[src/hw/cdr_const_pack.sv]
`default_nettype none

package cdr_const_pack;

    //////////////////////////////////////////////////
    // datapath sizes
    //////////////////////////////////////////////////

    localparam int Nadc            = 8;   // adc code width
    localparam int Nti             = 4;   // interleaved lanes per frame
    localparam int Npi             = 8;   // pi control width
    localparam int Nout            = 2;   // pi outputs
    localparam int phase_est_shift = 12;  // fraction bits of phase accumulator

    localparam int gain_width   = 4;
    localparam int pd_err_width = Nadc + 4;
    localparam int est_width    = pd_err_width + phase_est_shift + 2;

    // scalar words
    typedef logic signed [Nadc-1:0]         adc_code_t;
    typedef logic signed [pd_err_width-1:0] pd_err_t;
    typedef logic signed [est_width-1:0]    est_t;
    typedef logic        [Npi-1:0]          pi_ctl_t;

endpackage

`default_nettype wire
[src/hw/cdr_cfg_pack.sv]
`default_nettype none

package cdr_cfg_pack;

    import cdr_const_pack::*;

    //////////////////////////////////////////////////
    // static loop configuration
    //////////////////////////////////////////////////

    typedef struct packed {
        logic [gain_width-1:0] kp;  // proportional shift
        logic [gain_width-1:0] ki;  // integral shift
        logic [gain_width-1:0] kr;  // ramp shift
        logic                  en_freq_est;
        logic                  en_ramp_est;
        logic                  en_clamp;
        logic                  en_ext_pi_ctl;
        est_t                  clamp_amt;   // non-negative
        pd_err_t               pd_offset;
        pi_ctl_t               ext_pi_ctl;
    } cdr_cfg_t;

    // live loop values offered to the snapshot
    typedef struct packed {
        pi_ctl_t phase_out;
        est_t    freq_update;
        est_t    ramp_update;
    } loop_state_t;

    // held copy for readout
    typedef struct packed {
        pi_ctl_t phase_out;
        est_t    freq_update;
        est_t    ramp_update;
    } cdr_snap_t;

endpackage

`default_nettype wire

[src/hw/cdr_top.sv]
`default_nettype none

module cdr_top (
    input  wire logic                           clk,
    input  wire logic                           ext_rstb,
    input  wire cdr_const_pack::adc_code_t      codes_i [cdr_const_pack::Nti-1:0],
    input  wire logic [cdr_const_pack::Nti-1:0] bits_i,
    input  wire logic                           ramp_clk_i,
    input  wire cdr_cfg_pack::cdr_cfg_t         cfg_i,
    input  wire logic                           sample_req_i,
    output cdr_const_pack::pi_ctl_t             pi_ctl_o [cdr_const_pack::Nout-1:0],
    output logic                                freq_lvl_cross_o,
    output cdr_cfg_pack::cdr_snap_t             snap_o
);

    import cdr_const_pack::*;
    import cdr_cfg_pack::*;

    pd_err_t     pd_err;        // detector to loop filter
    loop_state_t loop_state;    // loop filter to snapshot

    mm_pd mm_pd_i (
        .clk         (clk),
        .ext_rstb    (ext_rstb),
        .codes_i     (codes_i),
        .bits_i      (bits_i),
        .pd_offset_i (cfg_i.pd_offset),
        .pd_err_o    (pd_err)
    );

    mm_loop_filter mm_loop_filter_i (
        .clk              (clk),
        .ext_rstb         (ext_rstb),
        .pd_err_i         (pd_err),
        .ramp_clk_i       (ramp_clk_i),
        .cfg_i            (cfg_i),
        .pi_ctl_o         (pi_ctl_o),
        .freq_lvl_cross_o (freq_lvl_cross_o),
        .state_o          (loop_state)
    );

    cdr_snapshot cdr_snapshot_i (
        .clk          (clk),
        .ext_rstb     (ext_rstb),
        .sample_req_i (sample_req_i),
        .state_i      (loop_state),
        .snap_o       (snap_o)
    );

endmodule

`default_nettype wire

[src/hw/cdr_snapshot.sv]
`default_nettype none

module cdr_snapshot (
    input  wire logic                      clk,
    input  wire logic                      ext_rstb,
    input  wire logic                      sample_req_i,
    input  wire cdr_cfg_pack::loop_state_t state_i,
    output cdr_cfg_pack::cdr_snap_t        snap_o
);

    typedef enum logic [1:0] {
        WAIT_LOW,   // need request low first
        READY,      // armed, wait for request high
        CAPTURE
    } snap_state_t;

    snap_state_t snap_state;

    always_ff @(posedge clk or negedge ext_rstb) begin
        if (!ext_rstb) begin
            snap_state <= WAIT_LOW;
            snap_o     <= '0;
        end else begin
            case (snap_state)
                WAIT_LOW: begin
                    if (!sample_req_i) snap_state <= READY;
                end
                READY: begin
                    if (sample_req_i) snap_state <= CAPTURE;
                end
                CAPTURE: begin
                    snap_o.phase_out   <= state_i.phase_out;
                    snap_o.freq_update <= state_i.freq_update;
                    snap_o.ramp_update <= state_i.ramp_update;
                    snap_state         <= WAIT_LOW;  // one capture per pulse
                end
                default: snap_state <= WAIT_LOW;
            endcase
        end
    end

endmodule

`default_nettype wire

[src/hw/mm_loop_filter.sv]
`default_nettype none

module mm_loop_filter (
    input  wire logic                      clk,
    input  wire logic                      ext_rstb,
    input  wire cdr_const_pack::pd_err_t   pd_err_i,
    input  wire logic                      ramp_clk_i,
    input  wire cdr_cfg_pack::cdr_cfg_t    cfg_i,
    output cdr_const_pack::pi_ctl_t        pi_ctl_o [cdr_const_pack::Nout-1:0],
    output logic                           freq_lvl_cross_o,
    output cdr_cfg_pack::loop_state_t      state_o
);

    import cdr_const_pack::*;

    pd_err_t err_q;             // negated detector error
    logic    ramp_clk_ff;
    logic    ramp_clk_sync;

    est_t    err_ext;
    est_t    err_kp;
    est_t    err_ki;
    est_t    err_kr;

    est_t    ramp_pls_q, ramp_pls_upd, ramp_pls_d;
    est_t    ramp_neg_q, ramp_neg_upd, ramp_neg_d;
    est_t    ramp_update;

    est_t    freq_q, freq_d, freq_update;
    est_t    prev_freq_update_q;

    est_t    phase_q, phase_d;
    est_t    phase_update, phase_clamped;
    est_t    phase_shifted;
    pi_ctl_t phase_out;

    //////////////////////////////////////////////////
    // scaled error terms
    //////////////////////////////////////////////////

    assign err_ext = est_t'(err_q);     // sign extend to accumulator width
    assign err_kp  = err_ext <<< cfg_i.kp;
    assign err_ki  = err_ext <<< cfg_i.ki;
    assign err_kr  = err_ext <<< cfg_i.kr;

    //////////////////////////////////////////////////
    // ramp estimator
    //////////////////////////////////////////////////

    always_comb begin
        ramp_pls_upd = ramp_pls_q + (ramp_clk_i ? err_kr : '0);
        ramp_neg_upd = ramp_neg_q + (ramp_clk_i ? '0 : err_kr);
        ramp_pls_d   = cfg_i.en_ramp_est ? ramp_pls_upd : '0;
        ramp_neg_d   = cfg_i.en_ramp_est ? ramp_neg_upd : '0;
        ramp_update  = ramp_clk_i ? ramp_pls_upd : ramp_neg_upd;
    end

    //////////////////////////////////////////////////
    // frequency and phase paths
    //////////////////////////////////////////////////

    always_comb begin
        freq_update = err_ki + (ramp_clk_sync ? ramp_pls_q : -ramp_neg_q);
        freq_d      = freq_q + (cfg_i.en_freq_est ? freq_update : '0);

        phase_update = err_kp + freq_q;

        // limit per-cycle step to +/- clamp_amt
        phase_clamped = phase_update;
        if (cfg_i.en_clamp) begin
            if (phase_update > cfg_i.clamp_amt) begin
                phase_clamped = cfg_i.clamp_amt;
            end else if (phase_update < -cfg_i.clamp_amt) begin
                phase_clamped = -cfg_i.clamp_amt;
            end
        end

        phase_d = phase_q + phase_clamped;
    end

    assign phase_shifted = phase_q >>> phase_est_shift;
    assign phase_out     = phase_shifted[Npi-1:0];  // integer part, truncated

    always_comb begin
        for (int k = 0; k < Nout; k++) begin
            pi_ctl_o[k] = cfg_i.en_ext_pi_ctl ? cfg_i.ext_pi_ctl : phase_out;
        end
    end

    assign state_o.phase_out   = phase_out;
    assign state_o.freq_update = freq_update;
    assign state_o.ramp_update = ramp_update;

    //////////////////////////////////////////////////
    // state registers
    //////////////////////////////////////////////////

    always_ff @(posedge clk or negedge ext_rstb) begin
        if (!ext_rstb) begin
            err_q              <= '0;
            ramp_clk_ff        <= 1'b0;
            ramp_clk_sync      <= 1'b0;
            ramp_pls_q         <= '0;
            ramp_neg_q         <= '0;
            freq_q             <= '0;
            prev_freq_update_q <= '0;
            phase_q            <= '0;
            freq_lvl_cross_o   <= 1'b0;
        end else begin
            err_q              <= -pd_err_i;  // loop runs on the inverted error
            ramp_clk_ff        <= ramp_clk_i;
            ramp_clk_sync      <= ramp_clk_ff;
            ramp_pls_q         <= ramp_pls_d;
            ramp_neg_q         <= ramp_neg_d;
            freq_q             <= freq_d;
            prev_freq_update_q <= freq_update;
            phase_q            <= phase_d;
            freq_lvl_cross_o   <= (freq_update > prev_freq_update_q);
        end
    end

endmodule

`default_nettype wire

[src/hw/mm_pd.sv]
`default_nettype none

module mm_pd (
    input  wire logic                           clk,
    input  wire logic                           ext_rstb,
    input  wire cdr_const_pack::adc_code_t      codes_i [cdr_const_pack::Nti-1:0],
    input  wire logic [cdr_const_pack::Nti-1:0] bits_i,
    input  wire cdr_const_pack::pd_err_t        pd_offset_i,
    output cdr_const_pack::pd_err_t             pd_err_o
);

    import cdr_const_pack::*;

    adc_code_t      last_code_q;  // lane Nti-1 of the previous frame
    logic           last_bit_q;

    // lane list with the held neighbor at index 0
    adc_code_t      code_ext [Nti:0];
    logic [Nti:0]   bit_ext;
    pd_err_t        pd_sum;

    always_comb begin
        code_ext[0] = last_code_q;
        bit_ext[0]  = last_bit_q;
        for (int k = 0; k < Nti; k++) begin
            code_ext[k+1] = codes_i[k];
            bit_ext[k+1]  = bits_i[k];
        end
    end

    // mueller-muller sum, bits taken as +1/-1
    always_comb begin
        pd_err_t early;
        pd_err_t late;
        pd_sum = '0;
        for (int k = 0; k < Nti; k++) begin
            early  = pd_err_t'(code_ext[k]);    // code(k-1)
            late   = pd_err_t'(code_ext[k+1]);  // code(k)
            pd_sum = pd_sum + (bit_ext[k+1] ? early : -early)
                            - (bit_ext[k]   ? late  : -late);
        end
    end

    always_ff @(posedge clk or negedge ext_rstb) begin
        if (!ext_rstb) begin
            last_code_q <= '0;
            last_bit_q  <= 1'b0;
            pd_err_o    <= '0;
        end else begin
            last_code_q <= codes_i[Nti-1];
            last_bit_q  <= bits_i[Nti-1];
            pd_err_o    <= pd_sum + pd_offset_i;
        end
    end

endmodule

`default_nettype wire

[config.mk]
export PLATFORM = sky130hd
export DESIGN_NAME = cdr_top
export DESIGN_NICKNAME = d
export VERILOG_FILES = /design/src/hw/cdr_const_pack.sv /design/src/hw/cdr_cfg_pack.sv /design/src/hw/cdr_top.sv /design/src/hw/cdr_snapshot.sv /design/src/hw/mm_loop_filter.sv /design/src/hw/mm_pd.sv
export SDC_FILE = /design/constraint.sdc
export NUM_CORES = 1
export LEC_CHECK = 0
export BUFFER_PORTS_ARGS = -buffer_cell sky130_fd_sc_hd__clkbuf_2
export CAP_MARGIN = 15
export CORE_MARGIN = 5
export CORE_UTILIZATION = 44
export CTS_BUF_LIST = sky130_fd_sc_hd__clkbuf_2 sky130_fd_sc_hd__clkbuf_4 sky130_fd_sc_hd__clkbuf_8
export DETAILED_ROUTE_END_ITERATION = 6
export PLACE_DENSITY = 0.67
export SLEW_MARGIN = 20
export SYNTH_ARGS = -nofsm -noshare
export SYNTH_HDL_FRONTEND = slang
export SYNTH_SLANG_ARGS = --single-unit
[constraint.sdc]
create_clock -name clk -period 8.95 [get_ports clk]
set_input_delay 1.3425 -clock clk [delete_from_list [all_inputs] [get_ports clk]]
set_output_delay 1.3425 -clock clk [all_outputs]
set_load 0.02 [all_outputs]
==> impl_metrics.csv <==
group,metric,value,unit
yosys,asyncSetResetFlopFracSynth,100,%
die,core-area,52400,um^2
yosys,synth_area_leaders,"sky130_fd_sc_hd__dfrtp_1, sky130_fd_sc_hd__ha_1, sky130_fd_sc_hd__fa_1",
cts,cts-buffers-inserted,45,
grt,grt_pass1_vias,21000,
route,wl_met1,27.7,mm
timing,setup_viol_count_final,0,
grt,grt_first_pass_wirelength,108,mm
hold_path,min_delay_path_depth,0,
timing,slew_headroom,35.2,%
setup_path,cp_data_required_time,9510,ps
hold_path,hold_path_class,"flip-flop to flip-flop",
layout,sequential_cell_area,5560,um^2
route,totalWireLength,66.9,mm
layout,area_growth,16.0,%
yosys,avgSynthCellArea,8.54,um^2
cts,holdBufCountCts,0,
layout,final_layout_size_suffix_gt1_share,17.3,%
yosys,synth_top_area_share,23.9,%
setup_path,cpMaxStageDelayCell,"sky130_fd_sc_hd__o41a_4",
placed_design,gp_routability_congestion,0.961,
setup_path,most_common_cell_type_on_the_critical_path,"sky130_fd_sc_hd__a21oi_2",
setup_path,buffers_and_inverters_on_the_worst_path,4,
die,ios,179,
yosys,synth-seq-area-share,23.9,%
run_status,run_status,"complete, no violations",
timing,timing.final.hold_violations,0,
yosys,synth_enable_flop_cells,0,
placed_design,post-place-cells,3628,
layout,instances_no_fill,3720,
yosys,synth.top_cells.by_count,"sky130_fd_sc_hd__nand2_1, sky130_fd_sc_hd__ha_1, sky130_fd_sc_hd__nor2_1",
setup_path,end_kind,"flip-flop",
placed_design,port-buffer-count,178,
setup_path,cp_slowest_stage_delay,390,ps
timing,max_slew.worst_pin.slew,971,ps
yosys,cell_taking_the_most_area_after_synthesis,"sky130_fd_sc_hd__dfrtp_1",
layout,multi_input_comb_area,16700,um^2
route,metal2_wl,32.8,mm
die,die_y_extent,240,um
route,dr.max_layer_used,"met5",
placed_design,place_ws,-576,ps
route,drtPass1Iterations,6,
layout,fillers,4907,
setup_path,r2r_slack,640,ps
route,drtAntennaViolNets,0,
setup_path,cp_data_arrival_time,9230,ps
route,drtIter0Drc,1086,
cts,htreeDepth,2,
grt,grt-ovfl-total,0,
grt,grtUsageTotal,22.9,%
hold_path,worst_hold_path.endpoint,"mm_loop_filter_i.ramp_clk_sync",
timing,min_period,8660,ps
yosys,synthesis.yosys.warnings,0,
layout,design.final.nets,3413,
cts,clock_sinks,222,
setup_path,critical_path.top_delay_family,"compound AO/OA/AOI/OAI gates",
grt,antenna_found_initial,9,
timing,maxSlewViolCount,0,
yosys,synthesis.nets,3138,
timing,fmax,0.115,GHz
yosys,ys_types,90,
setup_path,r2r_end,"mm_loop_filter_i.phase_q[18]",
route,drc,0,
timing,worst_path_setup_slack_after_routing,285,ps
yosys,synth-seq-cells,222,
cts,clkTransAtPathRegs,60,ps
layout,final_core_utilization,51.4,%
route,wl_met3,3.27,mm
die,initial_utilization,44.3,%
cts,tritoncts,"built",
timing,clock-skew-final,42.0,ps
setup_path,r2r_start,"mm_loop_filter_i.err_q[0]",
yosys,mappedNetlistArea,23200,um^2
yosys,syn_inst,2722,
route,routed_wire_per_std_cell,18.0,um
route,dr_total_vias,20500,
die,design.die.area,57500,um^2
cts,cell_at_the_root_of_the_clock_tree,"sky130_fd_sc_hd__clkbuf_8",
cts,cts-root-to-sink-buffers,3,
setup_path,worst_r2r_path_depth,43,
die,rows,84,
route,detail_route.vias_per_cell,5.52,
setup_path,criticalPathCategory,"primary input to flip-flop",
setup_path,critical_path.startpoint_type,"primary input",
yosys,synth-main-ff-cell,"sky130_fd_sc_hd__dfrtp_1",
yosys,synth_most_common_cell,"sky130_fd_sc_hd__nand2_1",
job,maxCapViolCount,0,
timing,fin_crit_sh,96.8,%
cts,insertion_delay,640,ps
placed_design,dp_hpwl,53.5,mm
setup_path,critical_path_peak_fanout,10,
hold_path,min_from,"mm_loop_filter_i.ramp_clk_ff",
grt,pin_count_of_the_biggest_net_entering_global_routing,117,
die,die_x,240,um
metal layers:
metal / global-route usage, % / up-vias
met3: 3.74 / 188
met4: 9.46 / 12
met5: 0 / -
met1: 27.8 / 9797
met2: 40.5 / 505
li1: - / 10000
cells in the final DEF (no fill, tap or decap), types with 39 or more instances in the layout:
master,count
sky130_fd_sc_hd__buf_4,151
sky130_fd_sc_hd__clkbuf_2,175
sky130_fd_sc_hd__and2_1,101
sky130_fd_sc_hd__inv_1,199
sky130_fd_sc_hd__xor2_1,85
sky130_fd_sc_hd__clkbuf_8,56
sky130_fd_sc_hd__o21ai_0,138
sky130_fd_sc_hd__ha_1,232
sky130_fd_sc_hd__nand2_1,251
sky130_fd_sc_hd__nor2_1,220
sky130_fd_sc_hd__a21o_1,62
sky130_fd_sc_hd__mux2i_1,79
sky130_fd_sc_hd__a21oi_1,170
sky130_fd_sc_hd__nor3_1,70
sky130_fd_sc_hd__dfrtp_1,222
sky130_fd_sc_hd__fa_1,79
sky130_fd_sc_hd__nand2b_1,39
sky130_fd_sc_hd__xnor2_1,156
sequential cells by signal, indices dropped and copies added, names as in the netlist, 2 cells and up:
signal / cells
mm_loop_filter_i.ramp_pls_q: 26
mm_loop_filter_i.err_q: 12
mm_loop_filter_i.phase_q: 20
mm_pd_i.last_code_q: 8
mm_loop_filter_i.prev_freq_update_q: 26
mm_pd_i.pd_err_o: 12
mm_loop_filter_i.ramp_neg_q: 26
cdr_snapshot_i.snap_state: 2
cdr_snapshot_i.snap_o: 60
mm_loop_filter_i.freq_q: 26
cells by family after synthesis:
kind of cell             after synthesis  share of synthesized area (%)
AND/OR/NAND/NOR                      881                           18.4
AO/OA/AOI/OAI                        630                           17.5
adder cells (fa/ha/maj)              316                           19.6
buffers and inverters                306                           5.15
XOR/XNOR                             247                           9.49
flip-flops                           222                           23.9
multiplexers                         120                           5.95
worst register-to-register path: cells and delay by family, from the launching register on:
kind | cells | cell delay (ps)
compound gates | 15 | 2500
simple gates | 15 | 2430
fa+ha+maj | 6 | 1800
flops | 1 | 580
mux | 2 | 380
buf+inv | 3 | 290
xor+xnor | 2 | 250
layout make-up:
class	instances	share of cell area, %
Antenna cell	2	0.0186
Clock buffer	69	3.22
Clock inverter	11	0.548
Inverter	205	2.85
Multi-Input combinational cell	2194	62.0
Sequential cell	222	20.6
Tap cell	688	3.19
Timing Repair Buffer	329	7.58
repair_timing:
action | 4_1_cts | 5_1_grt
resized for setup | 0 | 56
buffers inserted | 0 | 10
setup endpoints to repair | 0 | 12
per-stage QoR:
step	TNS, ps	hold slack (ps)	cell area, um^2
final	0	343	27000
after global routing	-330	363	27000
after CTS	0	347	26700
after detailed placement	-3220	347	25700
after global placement	-1770	334	25700
after floorplan	0	331	23300
worst max-delay path by stage:
stage | to | slack (ps) | startpoint | cells after the start
after floorplan | mm_loop_filter_i.phase_q[19] | 20 | cfg_i[59] | 42
after global placement | mm_loop_filter_i.phase_q[19] | -440 | cfg_i[59] | 40
after detailed placement | mm_loop_filter_i.phase_q[19] | -580 | cfg_i[59] | 40
after CTS | mm_loop_filter_i.phase_q[18] | 100 | cfg_i[59] | 42
after global routing | mm_loop_filter_i.phase_q[18] | -190 | cfg_i[59] | 47
final | mm_loop_filter_i.phase_q[18] | 290 | cfg_i[59] | 43
Power is left out: the tool's default activity adds up to more than one toggle a clock period on the data nets, which glitch-free logic cannot reach.
